### config.mk
export PLATFORM = sky130hd
export DESIGN_NAME = vmem_stage
export DESIGN_NICKNAME = d
export VERILOG_FILES = /design/src/design/vmem_pkg.sv /design/src/design/address_scheduler.sv /design/src/design/load_aligner.sv /design/src/design/mem_wb_latch.sv /design/src/design/vmem_stage.sv
export SDC_FILE = /design/constraint.sdc
export NUM_CORES = 1
export LEC_CHECK = 0
export BUFFER_PORTS_ARGS = -buffer_cell sky130_fd_sc_hd__buf_4
export CAP_MARGIN = 10
export CORE_ASPECT_RATIO = 1.1
export CORE_MARGIN = 4
export CORE_UTILIZATION = 26
export CTS_BUF_LIST = sky130_fd_sc_hd__clkbuf_8 sky130_fd_sc_hd__clkbuf_16
export DETAILED_ROUTE_END_ITERATION = 16
export HOLD_SLACK_MARGIN = 0.06
export PLACE_DENSITY = 0.48
export SLEW_MARGIN = 20
export SYNTH_ARGS = -nofsm -noshare
export SYNTH_HDL_FRONTEND = slang
export SYNTH_SLANG_ARGS = --single-unit
### constraint.sdc
create_clock -name CLK -period 2.7 [get_ports CLK]
set_clock_uncertainty 0.2 [all_clocks]
set_input_delay 0.27 -clock CLK [delete_from_list [all_inputs] [get_ports CLK]]
set_output_delay 0.27 -clock CLK [all_outputs]
set_load 0.02 [all_outputs]
### src/design/vmem_pkg.sv
// ########################################
// Shared widths, types and constants of the
// vector memory stage. Imported by every RTL
// block and by the testbench.
// ########################################

package vmem_pkg;

  // Data and address
  typedef logic [31:0] word_t;   // One element result or bus word
  typedef logic [31:0] addr_t;   // Byte address

  // Instruction tags
  typedef logic [1:0] eew_t;     // Element width code
  typedef logic [4:0] vreg_t;    // Destination vector register
  typedef logic [4:0] woffset_t; // Element offset in register group
  typedef logic [5:0] vl_t;      // Vector length and element index

  // Wishbone byte select
  typedef logic [3:0] sel_t;

  // Element width encodings
  localparam eew_t EEW_BYTE = 2'd0;
  localparam eew_t EEW_HALF = 2'd1;
  localparam eew_t EEW_WORD = 2'd2;

  // Two element lanes per instruction
  localparam int LANES = 2;

  // Bits per byte as a shift amount
  localparam int BYTE_SHIFT = 3;

  // Address scheduler FSM
  typedef enum logic [1:0] {
    IDLE,  // Waiting for a load or store
    ACC0,  // Element 0 on the bus
    ACC1,  // Element 1 on the bus
    DONE   // Finished, held until stall drops
  } sched_state_t;

endpackage

### src/design/address_scheduler.sv
// ########################################
// Runs the element accesses of a vector load
// or store as Wishbone classic cycles, one
// element after the other. Flags misaligned
// element addresses before any cycle starts.
// ########################################

`timescale 1ns/1ps

module address_scheduler import vmem_pkg::*; (
  input  logic  CLK,
  input  logic  nRST,
  input  logic  valid,
  input  logic  load_ena,
  input  logic  store_ena,
  input  logic  stall,
  input  eew_t  eew,
  input  addr_t addr0,
  input  addr_t addr1,
  input  word_t storedata0,
  input  word_t storedata1,
  input  vl_t   vl,
  input  vl_t   ls_idx,
  input  logic  wb_ack,
  output logic  wb_cyc,
  output logic  wb_stb,
  output logic  wb_we,
  output addr_t wb_adr,
  output word_t wb_dat_o,
  output sel_t  wb_sel,
  output logic  arrived0,
  output logic  arrived1,
  output logic  busy,
  output logic  exception
);

  sched_state_t state, next_state;
  vl_t   remaining;
  logic  two_elem;
  logic  start;
  logic  misaligned;
  logic  in_access;
  addr_t cur_addr;
  word_t cur_data;

  function automatic logic is_misaligned(input eew_t w, input logic [1:0] off);
    case (w)
      EEW_BYTE: return 1'b0;
      EEW_HALF: return off[0];
      default:  return off != 2'b00; // Word and reserved code
    endcase
  endfunction

  function automatic sel_t byte_sel(input eew_t w, input logic [1:0] off);
    case (w)
      EEW_BYTE: return sel_t'(4'b0001 << off);
      EEW_HALF: return sel_t'(4'b0011 << off);
      default:  return 4'b1111;
    endcase
  endfunction

  // Replicate so that whichever lane is selected carries the data
  function automatic word_t place_store(input eew_t w, input word_t d);
    case (w)
      EEW_BYTE: return {4{d[7:0]}};
      EEW_HALF: return {2{d[15:0]}};
      default:  return d;
    endcase
  endfunction

  assign remaining  = vl - ls_idx;
  assign two_elem   = (remaining != vl_t'(1)); // Last element alone
  assign start      = valid & (load_ena | store_ena);
  assign misaligned = is_misaligned(eew, addr0[1:0]) |
                      (two_elem & is_misaligned(eew, addr1[1:0]));

  always_ff @(posedge CLK, negedge nRST) begin
    if (!nRST) begin
      state <= IDLE;
    end else begin
      state <= next_state;
    end
  end

  always_comb begin
    next_state = state;
    case (state)
      IDLE: if (start) next_state = misaligned ? DONE : ACC0;
      ACC0: if (wb_ack) next_state = two_elem ? ACC1 : DONE;
      ACC1: if (wb_ack) next_state = DONE;
      DONE: if (!stall) next_state = IDLE;
      default: next_state = IDLE;
    endcase
  end

  assign in_access = (state == ACC0) || (state == ACC1);
  assign busy      = in_access | ((state == IDLE) & start);
  assign exception = (state == IDLE) & start & misaligned; // No bus cycle follows

  // Current element
  assign cur_addr = (state == ACC1) ? addr1 : addr0;
  assign cur_data = (state == ACC1) ? storedata1 : storedata0;

  assign wb_cyc   = in_access;
  assign wb_stb   = in_access;
  assign wb_we    = in_access & store_ena;
  assign wb_adr   = {cur_addr[31:2], 2'b00};
  assign wb_sel   = byte_sel(eew, cur_addr[1:0]);
  assign wb_dat_o = place_store(eew, cur_data);

  assign arrived0 = (state == ACC0) & wb_ack;
  assign arrived1 = (state == ACC1) & wb_ack;

endmodule

### src/design/load_aligner.sv
// ########################################
// Captures the loaded words of both elements
// and shifts them down by their byte offset
// for segment accesses.
// ########################################

`timescale 1ns/1ps

module load_aligner import vmem_pkg::*; (
  input  logic       CLK,
  input  logic       nRST,
  input  logic       arrived0,
  input  logic       arrived1,
  input  logic       segment_type,
  input  logic [1:0] offset0,
  input  logic [1:0] offset1,
  input  word_t      wb_dat_i,
  output word_t      load0,
  output word_t      load1
);

  word_t data0;
  word_t data1;

  // Byte offset times eight as a right shift
  function automatic word_t shift_word(input word_t w, input logic [1:0] off);
    logic [4:0] amount;
    amount = {3'b000, off} << BYTE_SHIFT;
    return w >> amount;
  endfunction

  always_ff @(posedge CLK, negedge nRST) begin
    if (!nRST) begin
      data0 <= '0;
      data1 <= '0;
    end else begin
      if (arrived0) begin
        data0 <= wb_dat_i; // Element 0 kept until writeback
      end
      if (arrived1) begin
        data1 <= wb_dat_i;
      end
    end
  end

  assign load0 = segment_type ? shift_word(data0, offset0) : data0;
  assign load1 = segment_type ? shift_word(data1, offset1) : data1;

endmodule

### src/design/mem_wb_latch.sv
// ########################################
// Pipeline register between memory stage and
// writeback. Picks load or ALU data per lane
// and honors stall and flush.
// ########################################

`timescale 1ns/1ps

module mem_wb_latch import vmem_pkg::*; (
  input  logic             CLK,
  input  logic             nRST,
  input  logic             valid,
  input  logic             load_ena,
  input  logic             busy,
  input  logic             exception,
  input  logic             stall,
  input  logic             flush,
  input  word_t            alu0,
  input  word_t            alu1,
  input  word_t            load0,
  input  word_t            load1,
  input  logic [LANES-1:0] wen,
  input  vreg_t            vd,
  input  woffset_t         woffset,
  input  vl_t              vl,
  output word_t            wb_wdat0,
  output word_t            wb_wdat1,
  output logic [LANES-1:0] wb_wen,
  output vreg_t            wb_vd,
  output woffset_t         wb_woffset,
  output vl_t              wb_vl,
  output logic             wb_valid,
  output logic             wb_exception
);

  word_t sel0;
  word_t sel1;
  logic  load;
  logic  exc_seen;

  assign sel0    = load_ena ? load0 : alu0;
  assign sel1    = load_ena ? load1 : alu1;
  assign load    = valid & ~busy;  // Instruction finished in this stage

  // Exception pulse held until writeback takes it
  always_ff @(posedge CLK, negedge nRST) begin
    if (!nRST) begin
      exc_seen <= 1'b0;
    end else if (flush || (load && !stall)) begin
      exc_seen <= 1'b0;
    end else if (exception) begin
      exc_seen <= 1'b1;
    end
  end

  always_ff @(posedge CLK, negedge nRST) begin
    if (!nRST) begin
      wb_wdat0     <= '0;
      wb_wdat1     <= '0;
      wb_wen       <= '0;
      wb_vd        <= '0;
      wb_woffset   <= '0;
      wb_vl        <= '0;
      wb_valid     <= 1'b0;
      wb_exception <= 1'b0;
    end else if (flush) begin
      wb_wdat0     <= '0;
      wb_wdat1     <= '0;
      wb_wen       <= '0;
      wb_vd        <= '0;
      wb_woffset   <= '0;
      wb_vl        <= '0;
      wb_valid     <= 1'b0;
      wb_exception <= 1'b0;
    end else if (!stall) begin
      if (load) begin
        wb_wdat0     <= sel0;
        wb_wdat1     <= sel1;
        wb_wen       <= exc_seen ? '0 : wen; // Faulting access writes nothing
        wb_vd        <= vd;
        wb_woffset   <= woffset;
        wb_vl        <= vl;
        wb_valid     <= 1'b1;
        wb_exception <= exc_seen;
      end else begin
        // Bubble
        wb_wen       <= '0;
        wb_valid     <= 1'b0;
        wb_exception <= 1'b0;
      end
    end
  end

endmodule

### src/design/vmem_stage.sv
// ########################################
// Memory stage of the two-lane vector pipe.
// Connects scheduler, load aligner and the
// writeback latch to the pipeline and bus.
// ########################################

`timescale 1ns/1ps

module vmem_stage import vmem_pkg::*; (
  input  logic             CLK,
  input  logic             nRST,
  // Pipeline side
  input  logic             valid,
  input  logic             load_ena,
  input  logic             store_ena,
  input  logic             segment_type,
  input  eew_t             eew,
  input  addr_t            addr0,        // ALU result lane 0
  input  addr_t            addr1,        // ALU result lane 1
  input  word_t            storedata0,
  input  word_t            storedata1,
  input  vreg_t            vd,
  input  woffset_t         woffset,
  input  vl_t              vl,
  input  vl_t              ls_idx,
  input  logic [LANES-1:0] wen,
  input  logic             stall,
  input  logic             flush,
  // Wishbone master
  output logic             wb_cyc,
  output logic             wb_stb,
  output logic             wb_we,
  output addr_t            wb_adr,
  output word_t            wb_dat_o,
  output sel_t             wb_sel,
  input  word_t            wb_dat_i,
  input  logic             wb_ack,
  // Writeback
  output word_t            wb_wdat0,
  output word_t            wb_wdat1,
  output logic [LANES-1:0] wb_wen,
  output vreg_t            wb_vd,
  output woffset_t         wb_woffset,
  output vl_t              wb_vl,
  output logic             wb_valid,
  output logic             wb_exception,
  output logic             busy
);

  logic  arrived0;
  logic  arrived1;
  logic  exception;
  word_t load0;
  word_t load1;

  address_scheduler i_address_scheduler (
    .CLK        (CLK),
    .nRST       (nRST),
    .valid      (valid),
    .load_ena   (load_ena),
    .store_ena  (store_ena),
    .stall      (stall),
    .eew        (eew),
    .addr0      (addr0),
    .addr1      (addr1),
    .storedata0 (storedata0),
    .storedata1 (storedata1),
    .vl         (vl),
    .ls_idx     (ls_idx),
    .wb_ack     (wb_ack),
    .wb_cyc     (wb_cyc),
    .wb_stb     (wb_stb),
    .wb_we      (wb_we),
    .wb_adr     (wb_adr),
    .wb_dat_o   (wb_dat_o),
    .wb_sel     (wb_sel),
    .arrived0   (arrived0),
    .arrived1   (arrived1),
    .busy       (busy),
    .exception  (exception)
  );

  load_aligner i_load_aligner (
    .CLK          (CLK),
    .nRST         (nRST),
    .arrived0     (arrived0),
    .arrived1     (arrived1),
    .segment_type (segment_type),
    .offset0      (addr0[1:0]),
    .offset1      (addr1[1:0]),
    .wb_dat_i     (wb_dat_i),
    .load0        (load0),
    .load1        (load1)
  );

  // ALU results double as addresses for memory ops
  mem_wb_latch i_mem_wb_latch (
    .CLK          (CLK),
    .nRST         (nRST),
    .valid        (valid),
    .load_ena     (load_ena),
    .busy         (busy),
    .exception    (exception),
    .stall        (stall),
    .flush        (flush),
    .alu0         (addr0),
    .alu1         (addr1),
    .load0        (load0),
    .load1        (load1),
    .wen          (wen),
    .vd           (vd),
    .woffset      (woffset),
    .vl           (vl),
    .wb_wdat0     (wb_wdat0),
    .wb_wdat1     (wb_wdat1),
    .wb_wen       (wb_wen),
    .wb_vd        (wb_vd),
    .wb_woffset   (wb_woffset),
    .wb_vl        (wb_vl),
    .wb_valid     (wb_valid),
    .wb_exception (wb_exception)
  );

endmodule

==> out/metrics.yaml <==
start_util: 0.263
placed_area_um2: 12100
dr.first_iter.drc_count: 825
synth-seq-cells: 151
relSlewSlack: 0.413
drive_gt1_frac: 0.401
synthCells: 936
synth_edf_count: 0
synthFlopType: "dfrtp_1"
setup_tns_ns: 0
slowest_stage: "dfrtp_2"
ff_latch_area_um2: 3780
worstHoldStart: "addr0[3]"
p_per_area_nw_per_um2: 874
ys_warn_count: 0
nFillCells: 3385
worst-setup-path-type: "register to primary output"
max_cap_viol_count: 0
required_ns: 2.23
routed-via-count: 9064
antenna_found_initial: 1
worst_slew_pin_slew_ns: 0.881
cp_num_buf_inv: 4
switching_share: 0.396
cts.reportedPaths.clkPinSlew_ns: 0.07
hpwl_um: 29700
die_w_um: 186
vias_per_cell: 5.02
slowest_delay_ns: 0.43
r2r_start: "i_address_scheduler.state[1]"
routedWlPerCell_um: 21.6
gp_congestion: 0.874
grt.total_usage: 0.197
clock-sinks: 151
cts_buffer_depth: 2
syn_area_per_cell_um2: 9.65
period_minus_slack_ns: 2.59
final_cell_area_um2: 13800
coreArea_um2: 34300
clkLatencyLatePin_ns: 0.42
power.leakage_nw: 6.23
dieHeight_um: 203
finalSetupViolCount: 0
dieArea_um2: 37800
multi_input_area_um2: 4810
drt-pass1-iter-count: 5
seq_power_share: 0.312
detail-route-antenna-nets: 0
power_switching_mw: 4.80
vdd_drop_max_mv: 0.476
drv_slew: 0
ys_seq_area_frac: 0.418
cts_buffers: 17
rsz0062_at_grt: "no"
syn_area_um2: 9030
ys_types: 49
io_buffer_count: 348
ios: 351
grt_max_degree: 85
layout.nets: 1559
htree_num_levels: 4
drc: 0
cp-end-kind: "primary output"
cp-start-kind: "register"
p_comb_frac: 0.466
crit_chain: "inv_2, ha_4, buf_12, buf_4, mux2i_1, a21oi_1, nor2_1, a21oi_1, buf_4"
cp_max_fo: 12
cp_top_family: "buffers and inverters"
timing.fmax_mhz: 387
worstPathArrival_ns: 2.12
grt_pass1_wl_um: 56700
wirelength_um: 39100
syn2layout_area_growth_pct: 53.4
finalCritPeriodShare: 0.958
root_buffer: "clkbuf_16"
worstHoldPathType: "input pin to register"
cts_tree: "yes"
num_rows: 71
worstSetupStartpoint: "i_address_scheduler.state[0]"
p_int_mw: 7.31
finalHoldViolations: 0
synth-async-reset-ratio: 1.00
grt_overflow: 0
p_clk_frac: 0.221
status: "completed"
grt_pass1_vias: 8928
cell usage in the layout, fill, tap and decap left out, types with 9 or more instances in the layout:
| cell type | synthesis | final |
|---|---|---|
| a21oi_1 | 104 | 104 |
| inv_1 | 12 | 11 |
| a211o_1 | 10 | 10 |
| mux2i_1 | 25 | 25 |
| mux2_2 | 114 | 114 |
| a211oi_1 | 9 | 9 |
| nor2_1 | 86 | 86 |
| a22oi_1 | 11 | 11 |
| a22o_1 | 17 | 17 |
| buf_4 | 7 | 375 |
| a221o_1 | 13 | 13 |
| dlygate4sd3_1 | 0 | 103 |
| nor2b_1 | 27 | 27 |
| dfrtp_1 | 151 | 150 |
| o211ai_1 | 40 | 40 |
| nand2_1 | 84 | 84 |
| clkbuf_16 | 0 | 17 |
| o21ai_0 | 23 | 23 |
| a221oi_1 | 18 | 18 |
| nor3_1 | 17 | 17 |
| a31oi_1 | 19 | 19 |
path summary, 6_finish.rpt:
kind                            slack, ns  depth (start not counted)                      endpoint
worst max-delay path                 0.11                          9                  wb_dat_o[26]
worst min-delay path                 0.10                          4    i_mem_wb_latch.wb_wdat0[3]
worst max register to register       0.33                          8    i_mem_wb_latch.wb_wdat0[5]
worst min register to register       0.31                          1       i_load_aligner.data0[0]
max in group asynchronous            1.24                          3  i_address_scheduler.state[0]
min in group asynchronous            0.21                          3      i_load_aligner.data0[30]
state kept, by name, summed over array words and instances, names as in the netlist:
| register | cells |
|---|---|
| i_address_scheduler.state | 2 |
| i_load_aligner.data0 | 32 |
| i_load_aligner.data1 | 32 |
| i_mem_wb_latch.exc_seen | 1 |
| i_mem_wb_latch.wb_exception | 1 |
| i_mem_wb_latch.wb_valid | 1 |
| i_mem_wb_latch.wb_vd | 5 |
| i_mem_wb_latch.wb_vl | 6 |
| i_mem_wb_latch.wb_wdat0 | 32 |
| i_mem_wb_latch.wb_wdat1 | 32 |
| i_mem_wb_latch.wb_wen | 2 |
| i_mem_wb_latch.wb_woffset | 5 |
synth_stat cells, types with 4 or more instances:
| cell type | number | area [um^2] |
|---|---|---|
| nor2b_1 | 27 | 169 |
| o21ai_0 | 23 | 115 |
| buf_2 | 28 | 140 |
| a22oi_1 | 11 | 82.6 |
| nor2_1 | 86 | 323 |
| a211oi_1 | 9 | 67.6 |
| mux2_2 | 114 | 1280 |
| mux2_4 | 4 | 60.1 |
| a221oi_2 | 6 | 90.1 |
| a2bb2oi_1 | 6 | 52.6 |
| a22o_1 | 17 | 149 |
| mux2i_1 | 25 | 250 |
| a221o_1 | 13 | 130 |
| and3_1 | 9 | 56.3 |
| buf_1 | 14 | 52.6 |
| nand2_1 | 84 | 315 |
| nand2b_1 | 5 | 31.3 |
| buf_4 | 7 | 52.6 |
| dfrtp_1 | 151 | 3780 |
| a221oi_1 | 18 | 158 |
| inv_1 | 12 | 45.0 |
| a211o_1 | 10 | 87.6 |
| clkbuf_1 | 36 | 135 |
| o211ai_1 | 40 | 300 |
| a31oi_1 | 19 | 119 |
| ha_1 | 9 | 113 |
| nor3_1 | 17 | 85.1 |
| a21oi_1 | 104 | 521 |
logic make-up (layout without fill, tap and decap cells):
| kind of cell | count (synthesis) | after routing | share of synthesized area |
|---|---|---|---|
| AO/OA/AOI/OAI | 291 | 291 | 0.221 |
| adder cells (fa/ha/maj) | 10 | 10 | 0.0147 |
| XOR/XNOR | 2 | 2 | 0.00194 |
| AND/OR/NAND/NOR | 236 | 236 | 0.115 |
| multiplexers | 143 | 143 | 0.177 |
| buffers and inverters | 102 | 532 | 0.0529 |
| flip-flops | 151 | 151 | 0.418 |
| other | 1 | 3 | 0.000415 |
per-stage QoR:
stage	hold WS [ns]	instances	total power, mW	worst slack, ns	util
final	0.105	1806	12.1	0.115	0.404
after global routing	0.123	1806	12.7	0.00194	0.404
after CTS	0.0795	1803	12.1	0.0433	0.403
after detailed placement	0.126	1666	9.25	0.281	0.353
after global placement	0.117	1666	9.20	0.321	0.353
after floorplan	-0.226	937	6.87	0.401	-
power groups by stage:
stage	combinational, mW	sequential, mW	clock [mW]
final	5.64	3.78	2.68
after global routing	6.00	3.86	2.85
after CTS	5.63	3.76	2.75
after detailed placement	5.44	3.80	0
after global placement	5.41	3.78	0
after floorplan	3.21	3.66	0
worst reg2reg max path, stage by stage, from the launching register on:
cell       delay (ns)
dfrtp_1          0.41
inv_1            0.12
ha_1             0.37
nor2_1           0.23
and3_2           0.24
buf_12           0.26
o21ai_0          0.21
a2bb2oi_1        0.18
nor2_1           0.09
what timing repair did:
item,4_1_cts,5_1_grt
resized for setup,0,2
setup endpoints to repair,13,10
setup buffers,2,2
hold endpoints to repair,286,0
hold buffers,103,0
layout make-up:
| cell class | count | share of cell area |
|---|---|---|
| multi-input combinational | 684 | 0.347 |
| tap | 438 | 0.0396 |
| antenna | 1 | 0.000181 |
| clock inverter | 15 | 0.0164 |
| sequential | 151 | 0.273 |
| inverter | 13 | 0.00352 |
| timing repair buffer | 487 | 0.289 |
| clock buffer | 17 | 0.0307 |
routing by layer:
layer	global-route usage	wire (um)
met1	0.281	17700
met2	0.310	18500
met3	0.0282	1830
met4	0.0627	1100
met5	0	0
Power figures use the tool's default switching activity.
